`src/hw/mem_pkg.sv`:
```
package mem_pkg;

	// byte address and data path widths
	localparam int ADDR_W = 32;
	localparam int DATA_W = 64;
	localparam int STRB_W = DATA_W / 8;
	localparam int BYTE_W = 8;

	// 1024 words of 64 bits, 8 KiB in all
	localparam int MEM_WORDS = 1024;
	localparam int IDX_W = $clog2(MEM_WORDS);
	// word index starts above the byte offset
	localparam int IDX_LSB = 3;

	// response codes on rresp and bresp
	localparam int RESP_W = 2;
	localparam logic [RESP_W-1:0] RESP_OKAY = 2'd0;
	localparam logic [RESP_W-1:0] RESP_SLVERR = 2'd2;

	// slave channel machines, one bit each
	localparam logic SLV_IDLE = 1'b0;
	localparam logic SLV_RESP = 1'b1;

	// arbiter sequence
	localparam int ARB_ST_W = 2;
	localparam logic [ARB_ST_W-1:0] ARB_IDLE = 2'd0;
	// address phase, AR or AW with W
	localparam logic [ARB_ST_W-1:0] ARB_ADDR = 2'd1;
	localparam logic [ARB_ST_W-1:0] ARB_RESP = 2'd2;
	localparam logic [ARB_ST_W-1:0] ARB_DONE = 2'd3;

endpackage

```
`src/hw/sram_slave.sv`:
```
module sram_slave (
	input  logic                          clk,
	input  logic                          rst,
	// read address
	input  logic                          arvalid,
	input  logic [mem_pkg::ADDR_W-1:0]    araddr,
	output logic                          arready,
	// read data
	output logic                          rvalid,
	output logic [mem_pkg::DATA_W-1:0]    rdata,
	output logic [mem_pkg::RESP_W-1:0]    rresp,
	input  logic                          rready,
	// write address
	input  logic                          awvalid,
	input  logic [mem_pkg::ADDR_W-1:0]    awaddr,
	output logic                          awready,
	// write data
	input  logic                          wvalid,
	input  logic [mem_pkg::DATA_W-1:0]    wdata,
	input  logic [mem_pkg::STRB_W-1:0]    wstrb,
	output logic                          wready,
	// write response
	output logic                          bvalid,
	output logic [mem_pkg::RESP_W-1:0]    bresp,
	input  logic                          bready,
	// store side
	output logic                          ren,
	output logic [mem_pkg::IDX_W-1:0]     ridx,
	input  logic [mem_pkg::DATA_W-1:0]    rdat,
	output logic                          wen,
	output logic [mem_pkg::IDX_W-1:0]     widx,
	output logic [mem_pkg::STRB_W-1:0]    wbe,
	output logic [mem_pkg::DATA_W-1:0]    wdat
);

	logic rd_st;
	logic wr_st;
	logic rd_ok;
	logic wr_ok;
	logic ar_fire;
	logic aw_fire;

	// in range when nothing is set above the word index
	assign rd_ok = araddr[mem_pkg::ADDR_W-1:mem_pkg::IDX_LSB+mem_pkg::IDX_W] == '0;
	assign wr_ok = awaddr[mem_pkg::ADDR_W-1:mem_pkg::IDX_LSB+mem_pkg::IDX_W] == '0;

	// read channel
	// accept only in idle, one read at a time
	assign arready = rd_st == mem_pkg::SLV_IDLE;
	assign ar_fire = arvalid && arready;

	// store read starts on the AR edge, data lands with rvalid
	assign ren = ar_fire && rd_ok;
	assign ridx = araddr[mem_pkg::IDX_LSB+mem_pkg::IDX_W-1:mem_pkg::IDX_LSB];

	always_ff @(posedge clk) begin
		if (rst) begin
			rd_st <= mem_pkg::SLV_IDLE;
		end else begin
			case (rd_st)
				mem_pkg::SLV_IDLE: begin
					if (ar_fire) begin
						rd_st <= mem_pkg::SLV_RESP;
					end
				end
				default: begin
					// hold the beat until the master takes it
					if (rready) begin
						rd_st <= mem_pkg::SLV_IDLE;
					end
				end
			endcase
		end
	end

	// response code kept for the whole beat
	always_ff @(posedge clk) begin
		if (ar_fire) begin
			rresp <= rd_ok ? mem_pkg::RESP_OKAY : mem_pkg::RESP_SLVERR;
		end
	end

	assign rvalid = rd_st == mem_pkg::SLV_RESP;
	// zero data on error
	assign rdata = (rresp == mem_pkg::RESP_OKAY) ? rdat : '0;

	// write channel
	// address and data taken on the same edge
	assign awready = wr_st == mem_pkg::SLV_IDLE;
	assign wready = wr_st == mem_pkg::SLV_IDLE;
	assign aw_fire = awvalid && awready && wvalid && wready;

	// array written on the accept edge, bad address dropped
	assign wen = aw_fire && wr_ok;
	assign widx = awaddr[mem_pkg::IDX_LSB+mem_pkg::IDX_W-1:mem_pkg::IDX_LSB];
	assign wbe = wstrb;
	assign wdat = wdata;

	always_ff @(posedge clk) begin
		if (rst) begin
			wr_st <= mem_pkg::SLV_IDLE;
		end else begin
			case (wr_st)
				mem_pkg::SLV_IDLE: begin
					if (aw_fire) begin
						wr_st <= mem_pkg::SLV_RESP;
					end
				end
				default: begin
					if (bready) begin
						wr_st <= mem_pkg::SLV_IDLE;
					end
				end
			endcase
		end
	end

	always_ff @(posedge clk) begin
		if (aw_fire) begin
			bresp <= wr_ok ? mem_pkg::RESP_OKAY : mem_pkg::RESP_SLVERR;
		end
	end

	assign bvalid = wr_st == mem_pkg::SLV_RESP;

endmodule

```
`config.mk`:
```
export PLATFORM = sky130hd
export DESIGN_NAME = sram_slave
export DESIGN_NICKNAME = d
export VERILOG_FILES = /design/src/hw/mem_pkg.sv /design/src/hw/sram_slave.sv
export SDC_FILE = /design/constraint.sdc
export NUM_CORES = 1
export LEC_CHECK = 0
export BUFFER_PORTS_ARGS = -buffer_cell sky130_fd_sc_hd__buf_2
export CORE_AREA = 2 2 145 147
export CTS_BUF_LIST = sky130_fd_sc_hd__clkbuf_8
export DETAILED_ROUTE_END_ITERATION = 16
export DIE_AREA = 0 0 147 149
export PLACE_DENSITY_LB_ADDON = 0.05
export SLEW_MARGIN = 20
export SYNTH_ARGS = -nofsm -noshare
export SYNTH_HDL_FRONTEND = slang
export SYNTH_SLANG_ARGS = --single-unit
```
`constraint.sdc`:
```
create_clock -name clk -period 1.05 [get_ports clk]
set_input_delay 0.0525 -clock clk [delete_from_list [all_inputs] [get_ports clk]]
set_output_delay 0.0525 -clock clk [all_outputs]
set_load 0.01 [all_outputs]
```
==> metrics.cfg <==
[global_route]
grt_overflow_total=0
grt_pass1_wl_um=7928
grt_pass1_vias=1470
antenna_found_initial=0
grtUsageTotal_pct=4.606
grt_max_degree=33

[logic_synthesis]
synth_sequential_area_ratio_pct=7.156
synth_area_mm2=0.001399
synthDistinctLibCells=20
syn_inst=196
ys.warnings.count=0
ys_seq_elements=4
synth.avg_cell_area_um2=7.137

[power]
total_leakage_power_nw=1.182
max-vdd-ir-drop_uv=410.3
total_power_mw=0.9191
power_density_mw_per_mm2=387.8

[clock_network]
clock_latency_ns=0.21
clockBufferDepth=2
hold_buffers=0
cts_sinks=4
numCtsBuffers=3
clk_pin_slew_ns=0.03
cts_root_buf=clkbuf_8
htreeDepth=1
cts_tree=built

[place]
dp_hpwl_um=4807
portBuffers=181
dpl.cell_count=556
placed_cell_area_mm2=0.001976
gp_congestion=0.6430
preCtsSetupSlack_ns=-0.2539

[floorplanning]
pin_count=374
dieArea_mm2=0.02190
core_region_area_mm2=0.02056
start_util_pct=6.805
die_height_um=149
die_w_um=147
fp-row-count=53

[sta]
fin_crit_ns=1.242
report.final.slew_viol_count=0
rsz0062_at_grt=yes
timing.hold.ws_ns=0.01028
worst_slack_ns=-0.1923
max_freq_mhz=804.9
fin_crit_sh_pct=118.3
setup-violations-final=65
setup_tns_ns=-11.10
timing_hold_violations_final=0
finClkSkew_ns=0.00005820

[setup_path]
cp-end-kind=output pin
reg2regPathDepth=4
reg2reg_from=rvalid
cp.arrival_ns=1.19
start_kind=register
startpoint=rresp[1]
r2r_end=rresp[1]
reg2reg_slack_ns=0.06
crit_fanout=16
required_ns=1.00
critical_path_class=register to output pin
cp-endpoint=rdata[15]

[drt]
wl_per_cell_um=10.78
ant_nets=0
firstDrtPassIters=4
drc=0
drt_iter0_drc=11
vias=1549
wirelength_um=6111
avgViaCountPerCell=2.732

[layout]
multiInputGateArea_um2=694.4
seq_area_um2=102.6
fin_util_pct=11.53
fin_nets=501
nFillCells=2424
final_common_cell=buf_2
final_cells=567
diodes=0
final_cell_mix=buf_2, nor2b_1, buf_6
syn_to_final_growth_pct=69.41
drive_gt1_share_pct=77.40
stdcell_area_mm2=0.002370

[min_path]
min_path_type=input port to register

[status]
status=complete, but fails checks
violations=setup timing

[flow_run]
maxCapViolCount=0

## area by class of cell
type	count	area share, %
flip-flops and latches	4	4.329
clock buffers	3	1.742
multi-input cells	88	29.30
well taps	275	14.52
inverters	3	0.4752
repair buffers	194	49.63
## synth_stat cells
cell type	n	area share, %
dfxtp_1	2	2.9
nor3_1	1	0.36
or2_2	1	0.45
a211oi_1	1	0.54
nor2b_1	65	29
or3_1	1	0.45
nor2_1	2	0.54
nand4_1	2	0.89
a21oi_1	1	0.36
or4_1	1	0.54
inv_1	3	0.80
conb_1	1	0.27
edfxtp_1	2	4.3
and4bb_2	1	0.89
nand3_1	1	0.36
nor4_1	7	3.1
clkbuf_1	7	1.9
nor4_2	1	0.89
nand2b_1	1	0.45
buf_4	95	51
## worst min-delay path by stage
stage | endpoint | start | cells past startpoint
after global placement | ridx[2] | araddr[5] | 0
after floorplan | bvalid | rst | 1
after detailed placement | ridx[2] | araddr[5] | 0
final | rvalid | rready | 2
after global routing | rvalid | rready | 2
after CTS | rvalid | rready | 2
## report_power, final
part	switching, mW	internal [mW]	total, mW
Combinational	0.140	0.278	0.417
Sequential	0.00498	0.173	0.178
Clock	0.0794	0.244	0.324
Total	0.224	0.695	0.919
## critical path, stage by stage (launching register included)
cell,delay (ns)
edfxtp_1,0.37
buf_6,0.16
clkbuf_16,0.19
nor2b_1,0.11
buf_2,0.13
## routing by layer
metal  wire length [µm]  GRT usage [%]  vias to the layer above
met1               1955          4.234                      675
met4                199          1.923                        0
met3                882          2.569                       24
li1                   -              -                      707
met5                  0              0                        -
met2               3073          8.427                      143
## timing repair
item	in CTS	in global routing
setup endpoints to repair	68	69
resized for setup	22	32
cloned	1	1
pin swaps	6	9
setup buffers	6	1
## registers in the layout, indices dropped and copies added (netlist names)
name and cells:
rvalid 1, bresp 1, bvalid 1, rresp 1
## kinds of logic (layout without fill, tap and decap cells)
kind of cell	Yosys count	count (layout)	synth area share (%)
AND/OR/NAND/NOR	84	84	38.01
other	1	2	0.2681
AO/OA/AOI/OAI	2	2	0.8943
buffers and inverters	105	200	53.67
flip-flops	4	4	7.156
No activity file was read; power rests on OpenSTA's default activity.
