`config.mk`:
```
export PLATFORM = sky130hd
export DESIGN_NAME = mem_arbiter
export DESIGN_NICKNAME = d
export VERILOG_FILES = /design/src/hw/mem_pkg.sv /design/src/hw/mem_arbiter.sv
export SDC_FILE = /design/constraint.sdc
export NUM_CORES = 1
export LEC_CHECK = 0
export BUFFER_PORTS_ARGS = -buffer_cell sky130_fd_sc_hd__buf_4
export CORE_AREA = 10 10 182 184
export DETAILED_ROUTE_END_ITERATION = 10
export DIE_AREA = 0 0 192 194
export GPL_ROUTABILITY_DRIVEN = 1
export PLACE_DENSITY_LB_ADDON = 0.1
export REMOVE_ABC_BUFFERS = 1
export SKIP_LAST_GASP = 1
export SLEW_MARGIN = 20
export SYNTH_ARGS = -nofsm -noshare
export SYNTH_HDL_FRONTEND = slang
export SYNTH_SLANG_ARGS = --single-unit
```
`constraint.sdc`:
```
create_clock -name clk -period 5.7 [get_ports clk]
set_clock_uncertainty 0.05 [all_clocks]
set_input_delay 0.285 -clock clk [delete_from_list [all_inputs] [get_ports clk]]
set_output_delay 0.285 -clock clk [all_outputs]
set_load 0.01 [all_outputs]
```
`src/hw/mem_pkg.sv`:
```
package mem_pkg;

	// byte address and data path widths
	localparam int ADDR_W = 32;
	localparam int DATA_W = 64;
	localparam int STRB_W = DATA_W / 8;
	localparam int BYTE_W = 8;

	// 1024 words of 64 bits, 8 KiB in all
	localparam int MEM_WORDS = 1024;
	localparam int IDX_W = $clog2(MEM_WORDS);
	// word index starts above the byte offset
	localparam int IDX_LSB = 3;

	// response codes on rresp and bresp
	localparam int RESP_W = 2;
	localparam logic [RESP_W-1:0] RESP_OKAY = 2'd0;
	localparam logic [RESP_W-1:0] RESP_SLVERR = 2'd2;

	// slave channel machines, one bit each
	localparam logic SLV_IDLE = 1'b0;
	localparam logic SLV_RESP = 1'b1;

	// arbiter sequence
	localparam int ARB_ST_W = 2;
	localparam logic [ARB_ST_W-1:0] ARB_IDLE = 2'd0;
	// address phase, AR or AW with W
	localparam logic [ARB_ST_W-1:0] ARB_ADDR = 2'd1;
	localparam logic [ARB_ST_W-1:0] ARB_RESP = 2'd2;
	localparam logic [ARB_ST_W-1:0] ARB_DONE = 2'd3;

endpackage

```
`src/hw/mem_arbiter.sv`:
```
module mem_arbiter (
	input  logic                          clk,
	input  logic                          rst,
	// fetch port reads only
	input  logic                          if_req,
	input  logic [mem_pkg::ADDR_W-1:0]    if_addr,
	output logic                          if_done,
	output logic [mem_pkg::DATA_W-1:0]    if_rdata,
	output logic                          if_err,
	// load/store port
	input  logic                          ls_req,
	input  logic                          ls_we,
	input  logic [mem_pkg::ADDR_W-1:0]    ls_addr,
	input  logic [mem_pkg::DATA_W-1:0]    ls_wdata,
	input  logic [mem_pkg::STRB_W-1:0]    ls_wstrb,
	output logic                          ls_done,
	output logic [mem_pkg::DATA_W-1:0]    ls_rdata,
	output logic                          ls_err,
	// read address
	output logic                          arvalid,
	output logic [mem_pkg::ADDR_W-1:0]    araddr,
	input  logic                          arready,
	// read data
	input  logic                          rvalid,
	input  logic [mem_pkg::DATA_W-1:0]    rdata,
	input  logic [mem_pkg::RESP_W-1:0]    rresp,
	output logic                          rready,
	// write address
	output logic                          awvalid,
	output logic [mem_pkg::ADDR_W-1:0]    awaddr,
	input  logic                          awready,
	// write data
	output logic                          wvalid,
	output logic [mem_pkg::DATA_W-1:0]    wdata,
	output logic [mem_pkg::STRB_W-1:0]    wstrb,
	input  logic                          wready,
	// write response
	input  logic                          bvalid,
	input  logic [mem_pkg::RESP_W-1:0]    bresp,
	output logic                          bready
);

	logic [mem_pkg::ARB_ST_W-1:0] st;
	// 1 when the load/store port won the last grant
	logic last_ls;
	logic op_we;
	logic pick_ls;
	logic addr_done;
	logic rsp_seen;

	// latched operands of the granted port
	logic [mem_pkg::ADDR_W-1:0] op_addr;
	logic [mem_pkg::DATA_W-1:0] op_wdata;
	logic [mem_pkg::STRB_W-1:0] op_wstrb;

	// captured response
	logic [mem_pkg::DATA_W-1:0] rsp_data;
	logic rsp_err;

	// a tie goes to the port that lost last time
	assign pick_ls = ls_req && (!if_req || !last_ls);

	// address phase ends on the AR edge or the joint AW/W edge
	assign addr_done = op_we ? (awvalid && awready && wvalid && wready)
	                         : (arvalid && arready);
	assign rsp_seen = op_we ? (bvalid && bready) : (rvalid && rready);

	always_ff @(posedge clk) begin
		if (rst) begin
			st <= mem_pkg::ARB_IDLE;
			last_ls <= 1'b0;
			op_we <= 1'b0;
		end else begin
			case (st)
				mem_pkg::ARB_IDLE: begin
					if (if_req || ls_req) begin
						last_ls <= pick_ls;
						// fetch never writes
						op_we <= pick_ls && ls_we;
						st <= mem_pkg::ARB_ADDR;
					end
				end
				mem_pkg::ARB_ADDR: begin
					if (addr_done) begin
						st <= mem_pkg::ARB_RESP;
					end
				end
				mem_pkg::ARB_RESP: begin
					if (rsp_seen) begin
						st <= mem_pkg::ARB_DONE;
					end
				end
				default: begin
					// done pulse lasts this one cycle
					st <= mem_pkg::ARB_IDLE;
				end
			endcase
		end
	end

	// operands follow the winner while idle and freeze once granted
	always_ff @(posedge clk) begin
		if (st == mem_pkg::ARB_IDLE) begin
			op_addr <= pick_ls ? ls_addr : if_addr;
			op_wdata <= ls_wdata;
			op_wstrb <= ls_wstrb;
		end
	end

	// response taken on its handshake edge
	always_ff @(posedge clk) begin
		if (st == mem_pkg::ARB_RESP && rsp_seen) begin
			rsp_err <= (op_we ? bresp : rresp) != mem_pkg::RESP_OKAY;
			rsp_data <= op_we ? '0 : rdata;
		end
	end

	// channel master side
	assign arvalid = st == mem_pkg::ARB_ADDR && !op_we;
	assign araddr = op_addr;
	// AW and W always raised together
	assign awvalid = st == mem_pkg::ARB_ADDR && op_we;
	assign wvalid = st == mem_pkg::ARB_ADDR && op_we;
	assign awaddr = op_addr;
	assign wdata = op_wdata;
	assign wstrb = op_wstrb;
	assign rready = st == mem_pkg::ARB_RESP && !op_we;
	assign bready = st == mem_pkg::ARB_RESP && op_we;

	// data and err valid together with done
	assign if_done = st == mem_pkg::ARB_DONE && !last_ls;
	assign ls_done = st == mem_pkg::ARB_DONE && last_ls;
	assign if_rdata = rsp_data;
	assign ls_rdata = rsp_data;
	assign if_err = rsp_err;
	assign ls_err = rsp_err;

endmodule

```
==> results of run 1 <==
==> synthesized netlist by cell type <==
library cell | n | area [µm²]
nand4_1 | 2 | 12.51
edfxtp_1 | 169 | 5075
buf_4 | 98 | 735.7
and2b_1 | 2 | 15.01
a32oi_1 | 1 | 8.760
inv_1 | 2 | 7.510
nor2b_1 | 66 | 412.9
nand3_1 | 2 | 10.01
nor2_1 | 5 | 18.77
a31o_1 | 2 | 17.52
a21boi_4 | 1 | 18.77
nand2_1 | 2 | 7.510
o21ai_0 | 1 | 5.000
nand2b_1 | 1 | 6.260
a21oi_1 | 3 | 15.01
and2_1 | 3 | 18.77
clkbuf_1 | 7 | 26.28
mux2_2 | 31 | 349.1
a21oi_2 | 1 | 8.760
buf_6 | 4 | 45.04
dfxtp_1 | 4 | 80.08
mux2i_1 | 1 | 10.01
nor3_1 | 1 | 5.000
ha_1 | 4 | 50.05
a311oi_1 | 1 | 8.760
mux2_1 | 1 | 11.26
==> through the flow <==
stage,worst slack (ns),power [mW],instances,hold slack [ns]
6_report,3.372,5.003,1291,0.05133
5_1_grt,3.198,5.273,1291,0.03334
4_1_cts,3.348,5.112,1290,0.02478
3_5_place_dp,3.350,3.862,1185,0.4144
3_3_place_gp,3.397,3.861,1185,0.4141
2_1_floorplan,1.751,2.727,306,0.2974
==> routing by layer <==
layer,vias up,wire length [µm]
met4,0,218
met3,15,3291
li1,2324,-
met5,-,0
met2,305,14580
met1,2356,9401
==> final cells by class <==
class	count	share of cell area, %
clock buffer	17	3.633
sequential	173	44.03
inverter	2	0.06411
tap	390	4.167
timing repair buffer	563	37.82
clock inverter	15	1.539
multi-input combinational	131	8.740
==> path summary, 6_finish.rpt <==
kind	start	end
setup / recovery	st[0]	wdata[38]
hold / removal	if_req	last_ls
setup reg to reg	st[0]	wdata[38]
hold reg to reg	last_ls	last_ls
==> cells in the final DEF (no fill, tap or decap) <==
| cell | n |
|---|---|
| dfxtp_1 | 3 |
| o21ai_0 | 1 |
| clkinv_1 | 1 |
| a21oi_2 | 1 |
| nand4_1 | 2 |
| a311oi_1 | 1 |
| a21boi_4 | 1 |
| nand2b_1 | 1 |
| bufinv_16 | 1 |
| a21oi_1 | 3 |
| and2_1 | 3 |
| dlygate4sd3_1 | 73 |
| mux2_1 | 1 |
| a32oi_1 | 1 |
| and2b_2 | 1 |
| buf_16 | 1 |
| nor2_1 | 5 |
| nand3_1 | 2 |
| edfxtp_1 | 169 |
| clkinv_4 | 3 |
| dfxtp_2 | 1 |
| inv_1 | 2 |
| a31o_1 | 2 |
| clkinvlp_4 | 2 |
| mux2_2 | 31 |
| ha_1 | 3 |
| nor3_1 | 1 |
| and2b_1 | 1 |
| buf_4 | 489 |
| clkinv_8 | 3 |
| mux2i_1 | 1 |
| clkbuf_16 | 17 |
| nand2_1 | 2 |
| nor2b_1 | 66 |
| inv_8 | 5 |
| ha_4 | 1 |
==> power breakdown <==
part           internal, mW  switching [mW]  leakage, nW
Sequential             1.94           0.184         1.67
Clock                 0.629           0.559        0.289
Combinational         0.814           0.881         3.08
Total                  3.38            1.62         5.03
==> state kept, by name, indices dropped and copies added (netlist names) <==
name,cells
if_rdata,64
wdata,64
araddr,32
wstrb,8
st,2
if_err,1
last_ls,1
op_we,1
==> worst max-delay path, stage by stage (launching register included) <==
cell	delay, ns
dfxtp_1	0.33
inv_1	0.14
ha_4	0.78
buf_4	0.57
==> kinds of logic after synthesis <==
| logic type | Yosys count | share of synthesized area (%) |
|---|---|---|
| adders and majority gates | 4 | 0.7171 |
| and+or+nand+nor | 84 | 7.261 |
| DFF | 173 | 73.86 |
| AOI/OAI and AO/OA | 10 | 1.183 |
| muxes | 33 | 5.306 |
| buffers and inverters | 111 | 11.67 |
==> flow_metrics.env, run 1 <==
export IMPL_wire_per_inst_um=21.30
export IMPL_worstPathMaxFanout=73
export IMPL_avgViaCountPerCell=3.873
export IMPL_syn_cell_area_um2=6979
export IMPL_dieWidth_um=192
export IMPL_syn_inst=415
export IMPL_r2r_cells=3
export IMPL_critical_path_class="register to register"
export IMPL_start_util_pct=23.74
export IMPL_cts_hold_buf=73
export IMPL_timing_slew_headroom_pct=33.45
export IMPL_yosys_warnings=0
export IMPL_pwr_density_cell_nw_per_um2=427.2
export IMPL_area_growth_pct=67.78
export IMPL_setup_tns_ns=0
export IMPL_grt_pass1_vias=5704
export IMPL_via_count=5000
export IMPL_hpwlAfterDp_um=22270
export IMPL_nets=1106
export IMPL_fmax_mhz=429.5
export IMPL_setup_viol=0
export IMPL_wl_um=27490
export IMPL_worst_pin_slew_ns=0.9983
export IMPL_grtUsageMet3_pct=6.691
export IMPL_drive_above_1_share_pct=61.82
export IMPL_clkTransAtPathRegs_ns=0.08
export IMPL_grt_usage_pct=13.92
export IMPL_multi_input_area_um2=1023
export IMPL_rsz0062_at_grt="no"
export IMPL_whs_path_depth=2
export IMPL_leakage_nw=5.032
export IMPL_post_cts_resized=0
export IMPL_diodes=0
export IMPL_ff_latch_area_um2=5156
export IMPL_final_util_pct=39.83
export IMPL_critPathRequiredTime_ns=5.72
export IMPL_ys_types=26
export IMPL_cts_sinks=173
export IMPL_first_pass_iters=4
export IMPL_rows=63
export IMPL_period_needed_ns=2.328
export IMPL_irDropWorstVdd_mv=0.2742
export IMPL_grt_max_degree=74
export IMPL_die_height_um=194
export IMPL_timing_final_crit_share_pct=40.85
export IMPL_cts_tree="built"
export IMPL_ys_seq_area_share_pct=73.86
export IMPL_cts_max_level=4
export IMPL_num_io_pins=487
export IMPL_use_met1_pct=13.90
export IMPL_clock_path_buffers=2
export IMPL_fin_area_um2=11710
export IMPL_gp_congestion=0.8071
export IMPL_ys_ff_latch=173
export IMPL_cts_setup_buffers=0
export IMPL_cts_root_buf="clkbuf_16"
export IMPL_drtIter0Drc=149
export IMPL_hold_class="primary input to register"
export IMPL_status="finished, final reports clean"
export IMPL_port_buffers=486
export IMPL_worstSetupEndpointType="register"
export IMPL_dpl_cell_area_um2=10350
export IMPL_grt_pass1_wl_um=37790
export IMPL_route_detailed_drc=0
export IMPL_fill_cells=2759
export IMPL_die_area_um2=37250
export IMPL_synth_avg_cell_area_um2=16.82
export IMPL_clock_latency_ns=0.43
export IMPL_detail_route_antenna_nets=0
export IMPL_cp_start_kind="register"
export IMPL_arrival_ns=2.34
export IMPL_grt_use_met2_pct=25.55
export IMPL_grt_overflow_total=0
export IMPL_fp_coreArea_um2=29400
export IMPL_finalHoldViolCount=0
export IMPL_antenna_found_initial=0
export IMPL_regToRegSetupSlack_ns=3.37
export IMPL_drv_slew=0
export IMPL_grt_busiest_layer="met2"
export IMPL_cap_violations=0
export IMPL_cts_buffers=17
Power figures use the tool's default switching activity.
==> inputs of run 2 (changes only) <==
- clock period: 5.7 -> 2.2 ns (I/O delays scaled with it)
==> flow_metrics.env, run 2 (synthesis results as in run 1) <==
export IMPL_drv_slew=0
export IMPL_setup_ws_ns=0.08592
export IMPL_leakage_nw=5.649
export IMPL_hold_path_end="if_rdata[18]"
export IMPL_grt_max_degree=74
export IMPL_period_needed_ns=2.114
export IMPL_dp_cells=1193
export IMPL_slowest_stage="dlygate4sd3_1"
export IMPL_hold_class="primary input to register"
export IMPL_cts_sinks=173
export IMPL_start_util_pct=23.74
export IMPL_timing_slew_headroom_pct=71.78
export IMPL_regToRegSetupSlack_ns=0.09
export IMPL_timing_rr_start="last_ls"
export IMPL_drive_above_1_share_pct=54.22
export IMPL_via_count=5623
export IMPL_pwr_density_cell_nw_per_um2=1019
export IMPL_num_io_pins=487
export IMPL_cts_max_level=4
export IMPL_gp_congestion=0.7936
export IMPL_arrival_ns=2.23
export IMPL_cap_violations=0
export IMPL_status="finished, final reports clean"
export IMPL_wire_per_inst_um=20.14
export IMPL_path_delay_family="buffers and inverters"
export IMPL_rows=63
export IMPL_clkTransAtPathRegs_ns=0.07
export IMPL_avgViaCountPerCell=3.924
export IMPL_critical_path_max_stage_delay_ns=0.56
export IMPL_route_detailed_drc=0
export IMPL_setup_tns_ns=0
export IMPL_final_cell_mix="buf_4, dlygate4sd3_1, edfxtp_1"
export IMPL_fin_area_um2=13160
export IMPL_irDropWorstVdd_mv=0.4494
export IMPL_die_height_um=194
export IMPL_first_pass_iters=4
export IMPL_area_growth_pct=88.51
export IMPL_dpl_cell_area_um2=10480
export IMPL_grt_usage_pct=14.77
export IMPL_die_area_um2=37250
export IMPL_detail_route_antenna_nets=0
export IMPL_final_cells=1433
export IMPL_dieWidth_um=192
export IMPL_timing_final_crit_share_pct=96.09
export IMPL_min_from="rdata[18]"
export IMPL_critPathRequiredTime_ns=2.32
export IMPL_grt_pass1_vias=6540
export IMPL_setup_viol=0
export IMPL_clock_latency_ns=0.43
export IMPL_r2r_cells=4
export IMPL_grt_overflow_total=0
export IMPL_worstPathMaxFanout=33
export IMPL_fp_coreArea_um2=29400
export IMPL_grt_pass1_wl_um=41120
export IMPL_place_ws_ns=0.4570
export IMPL_whs_path_depth=2
export IMPL_cts_buffers=17
export IMPL_final_common_cell="buf_4"
export IMPL_finalHoldViolCount=0
export IMPL_fmax_mhz=473.0
export IMPL_rsz0062_at_grt="no"
export IMPL_nets=1247
export IMPL_cp_start_kind="primary input"
export IMPL_cts_root_buf="clkbuf_16"
export IMPL_clock_path_buffers=2
export IMPL_wl_um=28860
export IMPL_reg2reg_to="araddr[1]"
export IMPL_crit_buf_inv=4
export IMPL_hpwlAfterDp_um=22600
export IMPL_critical_path_class="primary input to register"
export IMPL_worst_pin_slew_ns=0.4233
export IMPL_drtIter0Drc=196
export IMPL_crit_top_cell="dlygate4sd3_1"
export IMPL_worstSetupEndpointType="register"
export IMPL_port_buffers=486
export IMPL_antenna_found_initial=1
export IMPL_path_cells="dlygate4sd3_1 -> buf_4 -> a21boi_4 -> buf_6 -> mux2_2 -> dlygate4sd3_1"
export IMPL_cts_tree="built"
## run 2: cell types whose count changed in the layout (fill, tap and decap cells not counted), sizes merged
cell / delta
diode: +1
clkinvlp: -1
bufinv: -1
inv: +2
buf: +7
dlygate4sd3: +134
## run 2: where the power goes
group          internal (mW)  switching (mW)  total, mW
clock                   1.54            1.49       3.03
combinational           2.46            2.43       4.89
sequential              5.00           0.491       5.49
## run 2: layer usage
| metal | wire length, µm | vias up | global-route usage [%] |
|---|---|---|---|
| li1 | - | 2611 | - |
| met1 | 10570 | 2687 | 15.56 |
| met2 | 15110 | 313 | 26.81 |
| met3 | 2960 | 12 | 6.133 |
| met4 | 223 | 0 | 2.890 |
| met5 | 0 | - | 0 |
## run 2: what timing repair did
item | in CTS | in global routing
endpoints found under the setup margin | 0 | 23
hold endpoints to repair | 172 | 0
resized for setup | 0 | 1
hold buffers | 207 | 0
buffers inserted | 0 | 0
## run 2: stage by stage
stage / hold WS [ns] / power (mW) / utilization, %
2_1_floorplan: 0.1224 / 6.305 / -
3_3_place_gp: 0.2389 / 10.18 / 35.65
3_5_place_dp: 0.2393 / 10.20 / 35.65
4_1_cts: 0.03950 / 13.65 / 44.73
5_1_grt: 0.02785 / 14.12 / 44.75
6_report: 0.04379 / 13.41 / 44.75
## run 2: worst max path at each step
stage,from,end,depth (start not counted)
detailed placement,st[0],if_rdata[20],4
finish,if_req,araddr[1],6
floorplan,st[0],st[1],5
global route,st[0],op_we,6
global placement,st[0],if_rdata[26],4
CTS,last_ls,araddr[7],4
## run 2: cell type report
type,instances,area [µm²]
multi-input cells,131,1023
repair buffers,704,5882
clock buffers,17,425.4
flip-flops and latches,173,5156
inverters,2,7.507
clock inverters,15,171.4
fillers,2610,16250
well taps,390,488.0
diodes,1,2.502
